===== src/rtl/loader_pkg.sv =====
package loader_pkg;

	// ==================================================
	// Memory address space
	// ==================================================
	localparam int ADDR_W = 25;
	typedef logic [ADDR_W-1:0] mem_addr_t;

	// Kind of file being downloaded
	typedef enum logic [1:0] {
		KIND_NONE, KIND_PRG, KIND_CRT, KIND_TAP
	} file_kind_e;

	// One host byte after classification
	typedef struct packed {
		logic              valid;
		file_kind_e        kind;
		logic [ADDR_W-1:0] offset;
		logic [7:0]        data;
	} dl_byte_t;

	// One byte write into shared memory
	typedef struct packed {
		logic       valid;
		mem_addr_t  addr;
		logic [7:0] data;
	} mem_wr_t;

	// Chip packet record
	typedef struct packed {
		logic [7:0]  bank_type;
		logic [15:0] bank_num;
		logic [15:0] load_addr;
		logic [15:0] size;
	} cart_bank_t;

	// Cartridge header fields
	typedef struct packed {
		logic [15:0] id;
		logic [7:0]  exrom;
		logic [7:0]  game;
	} cart_info_t;

	// ==================================================
	// Host index codes
	// ==================================================
	// Program index, top two index bits must be zero
	localparam logic [5:0] IDX_PRG_LOW = 6'd4;
	localparam logic [7:0] IDX_CRT_A   = 8'h05;
	localparam logic [7:0] IDX_CRT_B   = 8'hC0;
	localparam logic [7:0] IDX_TAP     = 8'h06;

	// First chip packet offset and packet header length
	localparam logic [7:0] CRT_DATA_START = 8'h40;
	localparam int         CRT_PKT_HDR    = 16;

endpackage


===== src/rtl/stream_decoder.sv =====
`timescale 1ns/1ps

module stream_decoder (
	input  logic                            clk_sys,
	input  logic                            reset_n,
	input  logic                            dl_active_i,
	input  logic [7:0]                      dl_index_i,
	input  logic                            dl_wr_i,
	input  logic [loader_pkg::ADDR_W-1:0]   dl_addr_i,
	input  logic [7:0]                      dl_data_i,
	output loader_pkg::dl_byte_t            byte_o,
	output logic                            prg_done_o
);
	import loader_pkg::*;

	file_kind_e kind;
	file_kind_e kind_q;
	logic       active_q;

	// Map host index to file kind
	always_comb begin
		if (dl_index_i[7:6] == 2'b00 && dl_index_i[5:0] == IDX_PRG_LOW) begin
			kind = KIND_PRG;
		end else if (dl_index_i == IDX_CRT_A || dl_index_i == IDX_CRT_B) begin
			kind = KIND_CRT;
		end else if (dl_index_i == IDX_TAP) begin
			kind = KIND_TAP;
		end else begin
			kind = KIND_NONE;
		end
	end

	always_ff @(posedge clk_sys) begin
		if (!reset_n) begin
			byte_o.valid <= 1'b0;
			active_q     <= 1'b0;
			kind_q       <= KIND_NONE;
			prg_done_o   <= 1'b0;
		end else begin
			byte_o.valid  <= dl_wr_i;
			byte_o.kind   <= kind;
			byte_o.offset <= dl_addr_i;
			byte_o.data   <= dl_data_i;
			active_q      <= dl_active_i;
			// Remember the kind of the running download for its end
			if (dl_active_i) begin
				kind_q <= kind;
			end
			prg_done_o <= active_q && !dl_active_i && (kind_q == KIND_PRG);
		end
	end

	// Host only strobes bytes inside a download
	a_wr_in_download: assert property (@(posedge clk_sys) disable iff (!reset_n)
		dl_wr_i |-> dl_active_i)
		else $error("dl_wr_i outside of a download");

endmodule


===== src/rtl/prg_tap_addresser.sv =====
`timescale 1ns/1ps

module prg_tap_addresser #(
	parameter loader_pkg::mem_addr_t TAP_BASE = 25'h200000
) (
	input  logic                  clk_sys,
	input  logic                  reset_n,
	input  loader_pkg::dl_byte_t  byte_i,
	output loader_pkg::mem_wr_t   wr_o,
	output loader_pkg::mem_addr_t prg_end_o
);
	import loader_pkg::*;

	logic [15:0] prg_addr;
	logic        is_prg;
	logic        is_tap;

	assign is_prg = byte_i.valid && (byte_i.kind == KIND_PRG);
	assign is_tap = byte_i.valid && (byte_i.kind == KIND_TAP);

	// Next free address, so after the last byte it is the end address
	assign prg_end_o = mem_addr_t'(prg_addr);

	always_ff @(posedge clk_sys) begin
		if (!reset_n) begin
			wr_o.valid <= 1'b0;
			prg_addr   <= '0;
		end else begin
			wr_o.valid <= 1'b0;
			wr_o.data  <= byte_i.data;
			if (is_prg) begin
				// First two bytes carry the load address, little-endian
				if (byte_i.offset == 'd0) begin
					prg_addr[7:0] <= byte_i.data;
				end else if (byte_i.offset == 'd1) begin
					prg_addr[15:8] <= byte_i.data;
				end else begin
					wr_o.valid <= 1'b1;
					wr_o.addr  <= mem_addr_t'(prg_addr);
					prg_addr   <= prg_addr + 16'd1;
				end
			end
			if (is_tap) begin
				// Tape image is stored verbatim
				wr_o.valid <= 1'b1;
				wr_o.addr  <= TAP_BASE + byte_i.offset;
			end
		end
	end

endmodule


===== src/rtl/crt_parser.sv =====
`timescale 1ns/1ps

module crt_parser #(
	parameter loader_pkg::mem_addr_t CRT_BASE = 25'h100000
) (
	input  logic                   clk_sys,
	input  logic                   reset_n,
	input  loader_pkg::dl_byte_t   byte_i,
	output loader_pkg::mem_wr_t    wr_o,
	output loader_pkg::cart_info_t cart_info_o,
	output loader_pkg::cart_bank_t cart_bank_o,
	output logic                   cart_bank_wr_o
);
	import loader_pkg::*;

	localparam logic [4:0] HDR_LAST = 5'(CRT_PKT_HDR - 1);

	mem_addr_t   crt_addr;
	logic [4:0]  hdr_cnt;
	logic [31:0] blk_len;
	logic        is_crt;

	assign is_crt = byte_i.valid && (byte_i.kind == KIND_CRT);

	always_ff @(posedge clk_sys) begin
		if (!reset_n) begin
			wr_o.valid     <= 1'b0;
			cart_bank_wr_o <= 1'b0;
			cart_info_o    <= '0;
			crt_addr       <= CRT_BASE;
			hdr_cnt        <= '0;
			blk_len        <= '0;
		end else begin
			wr_o.valid     <= 1'b0;
			cart_bank_wr_o <= 1'b0;
			if (is_crt) begin
				wr_o.data <= byte_i.data;

				// Start of a new image
				if (byte_i.offset == '0) begin
					crt_addr <= CRT_BASE;
					hdr_cnt  <= '0;
					blk_len  <= '0;
				end

				// File header fields, id is big-endian
				case (byte_i.offset)
					'h16: cart_info_o.id[15:8] <= byte_i.data;
					'h17: cart_info_o.id[7:0]  <= byte_i.data;
					'h18: cart_info_o.exrom    <= byte_i.data;
					'h19: cart_info_o.game     <= byte_i.data;
					default: ;
				endcase

				// ==================================================
				// Chip packets
				// ==================================================
				if (byte_i.offset >= CRT_DATA_START) begin
					if (hdr_cnt == '0 && blk_len == '0) begin
						// First byte of a packet, data goes to the next 8 KB bank
						hdr_cnt <= 5'd1;
						if (crt_addr[12:0] != '0) begin
							crt_addr <= {crt_addr[ADDR_W-1:13] + 1'b1, 13'd0};
						end
					end else if (hdr_cnt != '0) begin
						hdr_cnt <= (hdr_cnt == HDR_LAST) ? 5'd0 : hdr_cnt + 5'd1;
						case (hdr_cnt)
							5'd4: blk_len[31:24] <= byte_i.data;
							5'd5: blk_len[23:16] <= byte_i.data;
							5'd6: blk_len[15:8]  <= byte_i.data;
							5'd7: blk_len[7:0]   <= byte_i.data;
							// Packet length includes its own header
							5'd8: blk_len <= blk_len - CRT_PKT_HDR;
							5'd9: cart_bank_o.bank_type <= byte_i.data;
							5'd10: cart_bank_o.bank_num[15:8]  <= byte_i.data;
							5'd11: cart_bank_o.bank_num[7:0]   <= byte_i.data;
							5'd12: cart_bank_o.load_addr[15:8] <= byte_i.data;
							5'd13: cart_bank_o.load_addr[7:0]  <= byte_i.data;
							5'd14: cart_bank_o.size[15:8]      <= byte_i.data;
							HDR_LAST: begin
								cart_bank_o.size[7:0] <= byte_i.data;
								cart_bank_wr_o        <= 1'b1;
							end
							default: ;
						endcase
					end else begin
						// Packet payload
						wr_o.valid <= 1'b1;
						wr_o.addr  <= crt_addr;
						crt_addr   <= crt_addr + 1'b1;
						blk_len    <= blk_len - 32'd1;
					end
				end
			end
		end
	end

	// Header counter wraps to zero after the last header byte
	a_hdr_cnt_range: assert property (@(posedge clk_sys) disable iff (!reset_n)
		hdr_cnt <= HDR_LAST)
		else $error("chip packet header count out of range");

endmodule


===== src/rtl/basic_ptr_init.sv =====
`timescale 1ns/1ps

module basic_ptr_init (
	input  logic                  clk_sys,
	input  logic                  reset_n,
	input  logic                  start_i,
	input  loader_pkg::mem_addr_t prg_end_i,
	input  logic                  taken_i,
	output loader_pkg::mem_wr_t   wr_o,
	output logic                  busy_o
);
	import loader_pkg::*;

	localparam logic [3:0] LAST_IDX = 4'd13;

	logic [3:0]  idx;
	logic [15:0] end_q;
	logic [7:0]  ptr_addr;
	logic [7:0]  ptr_val;

	// Zero page pointers as BASIC leaves them after LOAD
	always_comb begin
		case (idx)
			4'd0:    begin ptr_addr = 8'h2B; ptr_val = 8'h01;        end
			4'd1:    begin ptr_addr = 8'h2C; ptr_val = 8'h08;        end
			4'd2:    begin ptr_addr = 8'hAC; ptr_val = 8'h00;        end
			4'd3:    begin ptr_addr = 8'hAD; ptr_val = 8'h00;        end
			// VARTAB, ARYTAB, STREND and load end all point past the program
			4'd4:    begin ptr_addr = 8'h2D; ptr_val = end_q[7:0];  end
			4'd5:    begin ptr_addr = 8'h2E; ptr_val = end_q[15:8]; end
			4'd6:    begin ptr_addr = 8'h2F; ptr_val = end_q[7:0];  end
			4'd7:    begin ptr_addr = 8'h30; ptr_val = end_q[15:8]; end
			4'd8:    begin ptr_addr = 8'h31; ptr_val = end_q[7:0];  end
			4'd9:    begin ptr_addr = 8'h32; ptr_val = end_q[15:8]; end
			4'd10:   begin ptr_addr = 8'hAE; ptr_val = end_q[7:0];  end
			4'd11:   begin ptr_addr = 8'hAF; ptr_val = end_q[15:8]; end
			// String top back at top of BASIC memory
			4'd12:   begin ptr_addr = 8'h33; ptr_val = 8'h00;        end
			4'd13:   begin ptr_addr = 8'h34; ptr_val = 8'hA0;        end
			default: begin ptr_addr = 8'h00; ptr_val = 8'h00;        end
		endcase
	end

	always_comb begin
		wr_o.valid = busy_o;
		wr_o.addr  = mem_addr_t'(ptr_addr);
		wr_o.data  = ptr_val;
	end

	always_ff @(posedge clk_sys) begin
		if (!reset_n) begin
			busy_o <= 1'b0;
			idx    <= '0;
		end else if (start_i) begin
			busy_o <= 1'b1;
			idx    <= '0;
			end_q  <= prg_end_i[15:0];
		end else if (busy_o && taken_i) begin
			if (idx == LAST_IDX) begin
				busy_o <= 1'b0;
			end else begin
				idx <= idx + 4'd1;
			end
		end
	end

endmodule


===== src/rtl/slot_writer.sv =====
`timescale 1ns/1ps

module slot_writer (
	input  logic                  clk_sys,
	input  logic                  reset_n,
	input  loader_pkg::mem_wr_t   prg_wr_i,
	input  loader_pkg::mem_wr_t   crt_wr_i,
	input  loader_pkg::mem_wr_t   ptr_wr_i,
	input  logic                  ptr_busy_i,
	input  logic                  stage_busy_i,
	input  logic                  mem_slot_i,
	output logic                  ptr_taken_o,
	output logic                  ioctl_wait_o,
	output logic                  mem_we_o,
	output loader_pkg::mem_addr_t mem_addr_o,
	output logic [7:0]            mem_data_o
);
	import loader_pkg::*;

	mem_wr_t held;
	mem_wr_t stream_wr;
	logic    stream_in;
	logic    inflight_q;

	assign stream_in = prg_wr_i.valid || crt_wr_i.valid;
	assign stream_wr = prg_wr_i.valid ? prg_wr_i : crt_wr_i;

	// Pointer writes only fill an idle pipeline
	assign ptr_taken_o = ptr_wr_i.valid && !held.valid && !stream_in &&
		!inflight_q && !stage_busy_i;

	// Host is held off while anything is between the host and memory
	assign ioctl_wait_o = stage_busy_i || inflight_q || held.valid || ptr_busy_i;

	always_ff @(posedge clk_sys) begin
		if (!reset_n) begin
			held.valid <= 1'b0;
			inflight_q <= 1'b0;
			mem_we_o   <= 1'b0;
		end else begin
			// Byte sits in stage 2 the cycle after stage 1
			inflight_q <= stage_busy_i;
			mem_we_o   <= mem_slot_i && held.valid;
			if (mem_slot_i && held.valid) begin
				mem_addr_o <= held.addr;
				mem_data_o <= held.data;
				held.valid <= 1'b0;
			end
			if (stream_in) begin
				held <= stream_wr;
			end else if (ptr_taken_o) begin
				held <= ptr_wr_i;
			end
		end
	end

	// ==================================================
	// Pipeline occupancy checks
	// ==================================================
	a_one_stream: assert property (@(posedge clk_sys) disable iff (!reset_n)
		!(prg_wr_i.valid && crt_wr_i.valid))
		else $error("program and cartridge writes collide");

	a_no_overrun: assert property (@(posedge clk_sys) disable iff (!reset_n)
		stream_in |-> !held.valid)
		else $error("stream write arrived while a write is held");

endmodule


===== src/rtl/c64_loader_top.sv =====
`timescale 1ns/1ps

module c64_loader_top #(
	parameter loader_pkg::mem_addr_t CRT_BASE = 25'h100000,
	parameter loader_pkg::mem_addr_t TAP_BASE = 25'h200000
) (
	input  logic                          clk_sys,
	input  logic                          reset_n,
	input  logic                          dl_active_i,
	input  logic [7:0]                    dl_index_i,
	input  logic                          dl_wr_i,
	input  logic [loader_pkg::ADDR_W-1:0] dl_addr_i,
	input  logic [7:0]                    dl_data_i,
	input  logic                          mem_slot_i,
	output logic                          ioctl_wait_o,
	output logic                          mem_we_o,
	output loader_pkg::mem_addr_t         mem_addr_o,
	output logic [7:0]                    mem_data_o,
	output loader_pkg::cart_info_t        cart_info_o,
	output loader_pkg::cart_bank_t        cart_bank_o,
	output logic                          cart_bank_wr_o
);
	import loader_pkg::*;

	dl_byte_t  dl_byte;
	logic      prg_done;
	mem_wr_t   prg_wr;
	mem_wr_t   crt_wr;
	mem_wr_t   ptr_wr;
	mem_addr_t prg_end;
	logic      ptr_busy;
	logic      ptr_taken;

	// Stage 1
	stream_decoder u_decoder (
		.clk_sys     (clk_sys),
		.reset_n     (reset_n),
		.dl_active_i (dl_active_i),
		.dl_index_i  (dl_index_i),
		.dl_wr_i     (dl_wr_i),
		.dl_addr_i   (dl_addr_i),
		.dl_data_i   (dl_data_i),
		.byte_o      (dl_byte),
		.prg_done_o  (prg_done)
	);

	// Stage 2
	prg_tap_addresser #(.TAP_BASE(TAP_BASE)) u_prg_tap (
		.clk_sys   (clk_sys),
		.reset_n   (reset_n),
		.byte_i    (dl_byte),
		.wr_o      (prg_wr),
		.prg_end_o (prg_end)
	);

	crt_parser #(.CRT_BASE(CRT_BASE)) u_crt (
		.clk_sys        (clk_sys),
		.reset_n        (reset_n),
		.byte_i         (dl_byte),
		.wr_o           (crt_wr),
		.cart_info_o    (cart_info_o),
		.cart_bank_o    (cart_bank_o),
		.cart_bank_wr_o (cart_bank_wr_o)
	);

	basic_ptr_init u_ptr (
		.clk_sys   (clk_sys),
		.reset_n   (reset_n),
		.start_i   (prg_done),
		.prg_end_i (prg_end),
		.taken_i   (ptr_taken),
		.wr_o      (ptr_wr),
		.busy_o    (ptr_busy)
	);

	// Stage 3
	slot_writer u_writer (
		.clk_sys      (clk_sys),
		.reset_n      (reset_n),
		.prg_wr_i     (prg_wr),
		.crt_wr_i     (crt_wr),
		.ptr_wr_i     (ptr_wr),
		.ptr_busy_i   (ptr_busy),
		.stage_busy_i (dl_byte.valid),
		.mem_slot_i   (mem_slot_i),
		.ptr_taken_o  (ptr_taken),
		.ioctl_wait_o (ioctl_wait_o),
		.mem_we_o     (mem_we_o),
		.mem_addr_o   (mem_addr_o),
		.mem_data_o   (mem_data_o)
	);

endmodule


===== config.mk =====
export PLATFORM = sky130hd
export DESIGN_NAME = c64_loader_top
export DESIGN_NICKNAME = d
export VERILOG_FILES = /design/src/rtl/loader_pkg.sv /design/src/rtl/stream_decoder.sv /design/src/rtl/prg_tap_addresser.sv /design/src/rtl/crt_parser.sv /design/src/rtl/basic_ptr_init.sv /design/src/rtl/slot_writer.sv /design/src/rtl/c64_loader_top.sv
export SDC_FILE = /design/constraint.sdc
export NUM_CORES = 1
export LEC_CHECK = 0
export ABC_AREA = 1
export BUFFER_PORTS_ARGS = -buffer_cell sky130_fd_sc_hd__buf_2
export CAP_MARGIN = 40
export CORE_MARGIN = 5
export CORE_UTILIZATION = 48
export DETAILED_ROUTE_END_ITERATION = 12
export PLACE_DENSITY = 0.66
export SKIP_LAST_GASP = 1
export SYNTH_ARGS = -nofsm -noshare
export SYNTH_HDL_FRONTEND = slang
export SYNTH_SLANG_ARGS = --single-unit
export TNS_END_PERCENT = 100

===== constraint.sdc =====
create_clock -name clk_sys -period 5.69 [get_ports clk_sys]
set_clock_uncertainty 0.1 [all_clocks]
set_input_delay 0.569 -clock clk_sys [delete_from_list [all_inputs] [get_ports clk_sys]]
set_output_delay 0.569 -clock clk_sys [all_outputs]
set_load 0.005 [all_outputs]

==> results.json, run 1 <==
{
  "wl_per_cell_um": 18.8,
  "ys_types": 49,
  "worstSetupPathDepth": 9,
  "dieArea_um2": 39800,
  "fp.coreArea_um2": 35600,
  "clk_root_buffer_cell": "clkbuf_16",
  "initial_core_util_pct": 48.5,
  "dpl.cell_count": 2462,
  "cts.repair.resized": 0,
  "ant_nets": 0,
  "vias": 14145,
  "cts_sinks": 365,
  "insertion_delay_ps": 550,
  "first_global_vias": 13478,
  "overflow": 0,
  "crit_chain": "nor2_1 > nand2_2 > buf_4 > nor2_4 > inv_1 > nor2_2 > buf_4 > nand3_1 > nor2_1",
  "n_antenna_cell": 0,
  "yosysTopAreaCell": "edfxtp_1",
  "gp_congestion": 0.942,
  "timing.rr.start": "u_decoder.byte_o[33]",
  "critical_path_peak_fanout": 29,
  "die_w_um": 200,
  "num-fill-cells": 3128,
  "via_per_inst": 5.58,
  "crit_type": "flop to flop",
  "synth-seq-cells": 365,
  "min-delay-start": "dl_data_i[4]",
  "max_cap_viol_count": 0,
  "max-vdd-ir-drop_v": 0.000376,
  "num-nets-final": 2107,
  "setup_viol": 0,
  "route.detailed.drc": 0,
  "hold_ws_ps": 92.5,
  "netlist.area_leader.share_pct": 41.6,
  "clkTransAtPathRegs_ps": 60,
  "multiInputGateArea_um2": 6590,
  "fin_total_pwr_mw": 9.04,
  "cts_max_path_buffers": 3,
  "drt-initial-drc-count": 1262,
  "ys_seq_area_share_pct": 56.2,
  "slew_headroom_pct": 39.3,
  "syn-cell-area_um2": 17300,
  "min_to": "u_decoder.byte_o[4]",
  "place_ws_ps": 2180,
  "status": "completed",
  "drt-total-wl_um": 47600,
  "cpPeakStageDelay_ps": 540,
  "htreeDepth": 2,
  "cts_buffers": 40,
  "portBuffers": 169,
  "die_h_um": 200,
  "firstDrtPassIters": 6,
  "startpoint_type": "flop",
  "hold_viol_final": 0,
  "final_max_slew_viol_count": 0,
  "critPathBufInv": 3,
  "synth_flop_cell": "edfxtp_1",
  "p_leak_nw": 7.99,
  "grt_max_degree": 66,
  "worstPathArrival_ps": 3520,
  "r2r_cells": 9,
  "synth_nets": 1936,
  "post-route-util_pct": 56.3,
  "layout_setup_ws_ps": 2250,
  "r2r-end": "u_crt.cart_bank_o[50]",
  "drive_gt1_share_pct": 16.5,
  "cts_tree": "yes",
  "end_kind": "flop",
  "final_cells": 2536,
  "hpwlAfterDp_um": 34000,
  "ys_top_cells_by_area": "edfxtp_1 (42%), dfxtp_1 (15%), nand2_1 (8.1%)",
  "rsz0062_at_grt": "false",
  "seq_area_um2": 9700,
  "powerDensity_nw_per_um2": 452,
  "required_ps": 5770,
  "final_cell_area_um2": 20000,
  "cts-hold-fix-buffers": 0,
  "tightest_slew_ps": 910,
  "syn_area_per_cell_um2": 9.22,
  "antenna_found_initial": 0,
  "critPathSlowestCell": "nor2_1",
  "syn_inst": 1872,
  "grt_pass1_wl_um": 74000,
  "setup_tns_ps": 0,
  "worstHoldPathType": "input port to flop",
  "timing.fmax_mhz": 290,
  "ios": 170,
  "fin_crit_sh_pct": 60.5,
  "dpl_cell_area_um2": 18600,
  "yosys_warnings": 0,
  "syn2layout_area_growth_pct": 16.0,
  "min_period_ps": 3440,
  "critPathTopFamily": "simple AND/OR/NAND/NOR gates",
  "grt_usage_pct": 23.7,
  "synth_edf_count": 239,
  "async_flop_share_pct": 0,
  "cts_setup_buffers": 0,
  "hold_depth": 1,
  "r2r_slack_ps": 2250,
  "row_count": 69
}
cell families after synthesis:
| family | share of synthesized area [%] |
|---|---|
| buf+inv | 5.79 |
| xor+xnor | 1.37 |
| simple gates | 23.8 |
| compound gates | 11.5 |
| fa+ha+maj | 1.31 |
| flops | 56.2 |
final cells by class:
| type | instances | share of cell area (%) |
|---|---|---|
| tap | 461 | 2.88 |
| timing repair buffer | 194 | 5.50 |
| multi-input combinational | 1260 | 32.9 |
| sequential | 365 | 48.4 |
| clock inverter | 21 | 1.36 |
| inverter | 182 | 3.42 |
| clock buffer | 53 | 5.50 |
cell usage after synthesis (3+ instances only):
cell type and n:
o211ai_1 17, a21oi_1 79, clkbuf_1 35, ha_1 18, edfxtp_1 239, a22o_1 22, buf_4 5, a31oi_1 9
nor4_1 3, nand2_1 371, nor3_1 32, nor4_4 4, inv_2 9, buf_6 4, nor3b_1 3, a221oi_1 4
nor2_4 10, o21ai_0 114, xor2_1 24, xnor2_1 3, buf_2 16, or2_2 3, o31ai_1 3, nand2_4 4
nor2_2 15, nand4_1 35, inv_1 170, nand2_2 11, buf_1 5, nand3b_1 6, nand3_4 5, a22oi_1 10
dfxtp_1 126, a211oi_1 26, o21ai_1 18, nor2_1 210, o221ai_1 3, nand3_1 175, a211oi_2 9
cells in the final DEF, fill, tap and decap left out, types with 22 or more instances in the layout:
cell type / count
nand2_1: 371
edfxtp_1: 239
nor2_1: 207
nand3_1: 175
inv_1: 169
buf_2: 168
dfxtp_1: 126
o21ai_0: 114
a21oi_1: 78
clkbuf_16: 42
nand4_1: 35
nor3_1: 30
a211oi_1: 26
xor2_1: 24
a22o_1: 22
worst max-delay path by stage:
stage                               startpoint                     to
after floorplan               u_crt.hdr_cnt[0]         u_crt.wr_o[10]
after global placement    u_decoder.byte_o[29]     u_prg_tap.wr_o[28]
after detailed placement               reset_n  u_crt.cart_bank_o[42]
after CTS                 u_decoder.byte_o[33]  u_crt.cart_bank_o[32]
after global routing      u_decoder.byte_o[34]  u_crt.cart_bank_o[40]
final                     u_decoder.byte_o[33]  u_crt.cart_bank_o[50]
per-layer routing:
layer | up-vias | routed length, µm | global-route usage, % | share of wire (%)
li1 | 6806 | - | - | -
met1 | 6673 | 19900 | 31.2 | 42
met2 | 553 | 22700 | 39.7 | 48
met3 | 113 | 3220 | 3.34 | 6.8
met4 | 0 | 1750 | 9.13 | 3.7
met5 | - | 0 | 0 | 0
flip-flops by register name, indices dropped and copies added, names as in the netlist, 4 cells and up:
name and flops:
u_prg_tap.wr_o 34, u_writer.held 34, u_ptr.idx 4, u_crt.blk_len 32, u_crt.hdr_cnt 5, u_crt.wr_o 34
u_crt.cart_info_o 32, u_crt.cart_bank_o 56, u_writer.mem_data_o 8, u_crt.crt_addr 25, u_ptr.end_q 16, u_decoder.byte_o 36
u_writer.mem_addr_o 25, u_prg_tap.prg_addr 16
report_power, final:
part	internal, mW	total (mW)	switching (mW)	leakage (nW)
Combinational	0.963	3.28	2.32	4.09
Sequential	2.94	3.08	0.134	3.24
Clock	1.61	2.68	1.08	0.661
Total	5.51	9.04	3.53	7.99
Power figures use the tool's default switching activity.
==> run 2, diff against run 1 <==
--- a/config.mk
+++ b/config.mk
@@ -11,7 +11,7 @@
 export CORE_MARGIN = 5
 export CORE_UTILIZATION = 48
 export DETAILED_ROUTE_END_ITERATION = 12
-export PLACE_DENSITY = 0.66
+export PLACE_DENSITY = 0.68
 export SKIP_LAST_GASP = 1
 export SYNTH_ARGS = -nofsm -noshare
 export SYNTH_HDL_FRONTEND = slang
==> constraint.sdc (replaced) <==
create_clock -name clk_sys -period 2.9 [get_ports clk_sys]
set_clock_uncertainty 0.1 [all_clocks]
set_input_delay 0.29 -clock clk_sys [delete_from_list [all_inputs] [get_ports clk_sys]]
set_output_delay 0.29 -clock clk_sys [all_outputs]
set_load 0.005 [all_outputs]
==> results.json, run 2 (synthesis gave the netlist of run 1 again) <==
{
  "required_ps": 2970,
  "syn2layout_area_growth_pct": 19.1,
  "fp.coreArea_um2": 35600,
  "num-fill-cells": 3073,
  "min_period_ps": 2780,
  "post-route-util_pct": 57.8,
  "final_cells": 2600,
  "fin_crit_sh_pct": 96.0,
  "wl_per_cell_um": 19.2,
  "antenna_found_initial": 0,
  "firstDrtPassIters": 6,
  "grt_max_degree": 73,
  "row_count": 69,
  "startpoint_type": "flop",
  "insertion_delay_ps": 550,
  "drive_gt1_share_pct": 17.3,
  "p_leak_nw": 8.27,
  "min-delay-start": "dl_index_i[1]",
  "final_max_slew_viol_count": 0,
  "cts_tree": "yes",
  "die_w_um": 200,
  "setup_viol": 0,
  "htreeDepth": 2,
  "max-vdd-ir-drop_v": 0.000865,
  "rsz0062_at_grt": "true",
  "dieArea_um2": 39800,
  "hold_viol_final": 0,
  "cts_setup_buffers": 0,
  "final_cell_mix": "nand2_1 (371), edfxtp_1 (239), nor2_1 (205)",
  "startpoint": "u_decoder.byte_o[29]",
  "cell_internal_pwr_mw": 10.9,
  "drt-initial-drc-count": 1451,
  "grt_usage_pct": 24.5,
  "first_global_vias": 13648,
  "crit_type": "flop to flop",
  "vias": 14549,
  "critical_path_peak_fanout": 9,
  "initial_core_util_pct": 48.5,
  "r2r_slack_ps": 120,
  "reg.largest.list": "u_crt.cart_bank_o (56), u_decoder.byte_o (36)",
  "largest_reg_flops": 56,
  "route.detailed.drc": 0,
  "place_ws_ps": 150,
  "gp_congestion": 0.996,
  "netSwitchingPower_mw": 6.94,
  "slew_headroom_pct": 53.7,
  "die_h_um": 200,
  "n_antenna_cell": 0,
  "num-nets-final": 2171,
  "clkTransAtPathRegs_ps": 60,
  "worstHoldPathType": "input port to flop",
  "timing.fmax_mhz": 359,
  "overflow": 0,
  "dpl.cell_count": 2489,
  "layout_commonest_cell": "nand2_1",
  "cts_buffers": 40,
  "powerDensity_nw_per_um2": 870,
  "hpwlAfterDp_um": 34600,
  "timing.rr.start": "u_decoder.byte_o[29]",
  "clk_root_buffer_cell": "clkbuf_16",
  "via_per_inst": 5.60,
  "top_register": "u_crt.cart_bank_o",
  "layout_setup_ws_ps": 116,
  "ant_nets": 0,
  "clockPowerShare_pct": 29.0,
  "grt_pass1_wl_um": 76700,
  "fin_total_pwr_mw": 17.9,
  "cts_sinks": 365,
  "status": "completed",
  "p_seq_share_pct": 33.6,
  "tightest_slew_ps": 694,
  "cts_max_path_buffers": 3,
  "swShare_pct": 38.8,
  "portBuffers": 169,
  "drt-total-wl_um": 49800,
  "power_frac_comb_pct": 37.4,
  "ios": 170,
  "worstPathArrival_ps": 2850,
  "max_cap_viol_count": 0,
  "end_kind": "flop"
}
==> run 2: changes by cell type in the layout (fill, tap and decap cells not counted), moves of 2 or more <==
cell,before,now
buf_4,18,51
buf_6,5,0
clkbuf_1,10,13
clkbuf_8,1,6
clkinv_1,4,2
clkinv_4,4,0
clkinvlp_4,3,1
dlygate4sd3_1,0,37
nor2_1,207,205
nor2_2,18,20
==> run 2: final cells by class <==
class	instances	area, µm²	share of cell area (%)
sequential	365	9700	47.2
tap	461	577	2.81
inverter	182	686	3.34
timing repair buffer	258	1640	7.96
clock buffer	61	1160	5.65
multi-input combinational	1260	6590	32.1
clock inverter	13	204	0.992
==> run 2: timing repair <==
action                     in CTS  in global routing
hold endpoints to repair       43                  0
hold buffers                   37                  0
gates resized for setup         0                  2
setup endpoints to repair       0                 40
==> run 2: critical path: stages, from the launching register on <==
cell and delay, ps:
edfxtp_1 440, nor2_1 150, nand3_1 150, nor2_4 200, nand3_1 110, nand3_2 140
nand2_4 120, nor2_2 230, nand3_1 210, nor2_1 530
==> run 2: power groups by stage <==
stage          Clock [mW]  Sequential, mW  Combinational (mW)
5_1_grt              5.51            6.03                7.36
3_5_place_dp            0            6.11                6.52
2_1_floorplan           0            6.05                4.85
4_1_cts              5.28            6.00                6.59
3_3_place_gp            0            6.10                6.37
6_report             5.19            6.01                6.68
==> run 2: worst paths after layout <==
| path | cells after the start | end |
|---|---|---|
| worst min-delay path | 6 | u_decoder.kind_q[0] |
| worst max-delay path | 9 | u_crt.cart_bank_o[36] |
| worst min register to register | 0 | u_writer.mem_data_o[1] |
| worst max register to register | 9 | u_crt.cart_bank_o[36] |
==> run 2: per-stage QoR <==
stage / setup TNS (ps) / hold slack (ps) / cell area (µm²)
after floorplan: 0 / 288 / 17300
after global placement: 0 / 301 / 18800
after detailed placement: 0 / 305 / 18800
after CTS: 0 / 39.8 / 20500
after global routing: -1780 / 85.2 / 20600
final: 0 / 72.9 / 20600
==> run 2: routing by layer <==
layer  vias to the layer above  wire length, µm  track usage, %  part of all wire (%)
met5                         -                0               0                     0
met4                         0             1780            8.18                   3.6
met3                       130             3760            3.29                   7.5
met2                       649            23800            40.9                    48
met1                      6836            20500            33.1                    41
li1                       6934                -               -                     -
==> run 3, diff against run 2 <==
--- a/config.mk
+++ b/config.mk
@@ -9,9 +9,10 @@
 export BUFFER_PORTS_ARGS = -buffer_cell sky130_fd_sc_hd__buf_2
 export CAP_MARGIN = 40
 export CORE_MARGIN = 5
-export CORE_UTILIZATION = 48
+export CORE_UTILIZATION = 45
 export DETAILED_ROUTE_END_ITERATION = 12
-export PLACE_DENSITY = 0.68
+export PLACE_DENSITY = 0.65
+export SETUP_SLACK_MARGIN = 0.2
 export SKIP_LAST_GASP = 1
 export SYNTH_ARGS = -nofsm -noshare
 export SYNTH_HDL_FRONTEND = slang
==> results.json, run 3 (synthesis gave the netlist of run 1 again) <==
{
  "critPathBufInv": 2,
  "cpPeakStageDelay_ps": 460,
  "top_register": "u_crt.cart_bank_o",
  "dieArea_um2": 42400,
  "row_count": 71,
  "route.detailed.drc": 0,
  "cts_buffers": 41,
  "die_w_um": 206,
  "slew_headroom_pct": 50.8,
  "portBuffers": 169,
  "required_ps": 3080,
  "timing.fmax_mhz": 396,
  "die_h_um": 206,
  "cts_max_path_buffers": 3,
  "clkTransAtPathRegs_ps": 60,
  "netSwitchingPower_mw": 7.08,
  "worstHoldPathType": "input port to flop",
  "n_antenna_cell": 0,
  "crit_chain": "nor2_1 > nand3_1 > nor2_4 > nand3_1 > nand3_2 > nand2_4 > buf_4 > nor2_2 > nand2_1 > nor2_1 > buf_4",
  "antenna_found_initial": 1,
  "wl_per_cell_um": 18.8,
  "hold_ws_ps": 67.0,
  "min_period_ps": 2520,
  "startpoint_type": "flop",
  "insertion_delay_ps": 580,
  "drt-initial-drc-count": 1243,
  "critical_path_peak_fanout": 8,
  "layout_commonest_cell": "nand2_1",
  "hold_viol_final": 0,
  "powerDensity_nw_per_um2": 879,
  "vias": 14460,
  "clk_root_buffer_cell": "clkbuf_16",
  "firstDrtPassIters": 5,
  "fin_crit_sh_pct": 87.0,
  "initial_core_util_pct": 45.7,
  "crit_type": "flop to flop",
  "r2r_slack_ps": 380,
  "overflow": 0,
  "cell_internal_pwr_mw": 11.1,
  "setup_viol": 0,
  "first_global_vias": 13674,
  "final_cell_mix": "nand2_1 (371), edfxtp_1 (239), nor2_1 (207)",
  "end_kind": "flop",
  "cts_sinks": 365,
  "critPathSlowestCell": "edfxtp_1",
  "cts_tree": "yes",
  "grt_pass1_wl_um": 76900,
  "htreeDepth": 2,
  "clockPowerShare_pct": 29.6,
  "ant_nets": 0,
  "syn2layout_area_growth_pct": 19.9,
  "fp.coreArea_um2": 37800,
  "worstPathArrival_ps": 2710,
  "tightest_slew_ps": 738,
  "setup_tns_ps": 0,
  "num-nets-final": 2179,
  "ios": 170,
  "grt_max_degree": 63,
  "max-vdd-ir-drop_v": 0.000590,
  "dpl_cell_area_um2": 18900,
  "final_max_slew_viol_count": 0,
  "largest_reg_flops": 56,
  "max_cap_viol_count": 0,
  "grt_usage_pct": 23.4,
  "reg.largest.list": "u_crt.cart_bank_o (56), u_decoder.byte_o (36)",
  "p_seq_share_pct": 33.1,
  "via_per_inst": 5.44,
  "p_leak_nw": 8.32,
  "status": "completed",
  "rsz0062_at_grt": "false",
  "drt-total-wl_um": 49900,
  "swShare_pct": 38.9,
  "final_cell_area_um2": 20700,
  "gp_congestion": 0.939,
  "power_frac_comb_pct": 37.3,
  "drive_gt1_share_pct": 17.8,
  "hpwlAfterDp_um": 35700,
  "critPathTopFamily": "simple AND/OR/NAND/NOR gates"
}
==> run 3: cell count changes in the layout (fill, tap and decap cells not counted), sizes merged <==
cell      previous run  this run
buf                221       228
bufinv               4         6
clkbuf              61        48
clkinv              10        17
clkinvlp             1         2
inv                180       183
==> run 3: layout make-up <==
class                           count  area (µm²)
Sequential cell                   365        9700
Clock buffer                       48        1080
Multi-Input combinational cell   1260        6590
Timing Repair Buffer              265        1670
Clock inverter                     26         313
Tap cell                          511         639
Inverter                          182         686
Fill cell                        3340       17100
==> run 3: per-stage QoR <==
| stage | utilization [%] | setup WS (ps) | cells | power (mW) |
|---|---|---|---|---|
| after floorplan | - | 354 | 1872 | 10.9 |
| after global placement | 50.0 | 388 | 2543 | 12.6 |
| after detailed placement | 50.0 | 315 | 2544 | 12.7 |
| after CTS | 54.7 | 274 | 2655 | 18.2 |
| after global routing | 54.8 | 222 | 2657 | 19.3 |
| final | 54.8 | 378 | 2657 | 18.2 |
==> run 3: final timing paths <==
kind / from / cells past startpoint / endpoint
setup reg to reg: u_decoder.byte_o[29] / 11 / u_crt.cart_bank_o[26]
setup / recovery: u_decoder.byte_o[29] / 11 / u_crt.cart_bank_o[26]
hold reg to reg: u_writer.held[8] / 0 / u_writer.mem_addr_o[0]
hold / removal: dl_index_i[1] / 6 / u_decoder.kind_q[0]
==> run 3: worst register-to-register path, stage by stage, from the launching register on <==
cell and delay, ps:
edfxtp_1 460, nor2_1 140, nand3_1 140, nor2_4 180
nand3_1 130, nand3_2 140, nand2_4 70, buf_4 170
nor2_2 170, nand2_1 170, nor2_1 180, buf_4 200
==> run 3: layer usage <==
metal  track usage (%)  share of wire (%)  up-vias  wire length [µm]
met5                 0              0.026        -                13
met4              7.72                3.2        2              1580
met3              4.03                7.1      106              3540
met2              39.3                 48      579             24100
met1              30.8                 41     6814             20600
li1                  -                  -     6959                 -
==> run 3: power groups by stage <==
stage	logic (mW)	registers (mW)	clock network, mW
6_report	6.79	6.01	5.38
5_1_grt	7.58	6.04	5.73
4_1_cts	6.68	6.00	5.48
3_5_place_dp	6.62	6.11	0
3_3_place_gp	6.49	6.11	0
2_1_floorplan	4.85	6.05	0
==> run 3: repair_timing <==
| item | in CTS | in global routing |
|---|---|---|
| setup buffers | 0 | 2 |
| endpoints found under the setup margin | 0 | 45 |
| hold buffers | 37 | 0 |
| gates resized for setup | 0 | 3 |
| endpoints found under the hold margin | 46 | 0 |
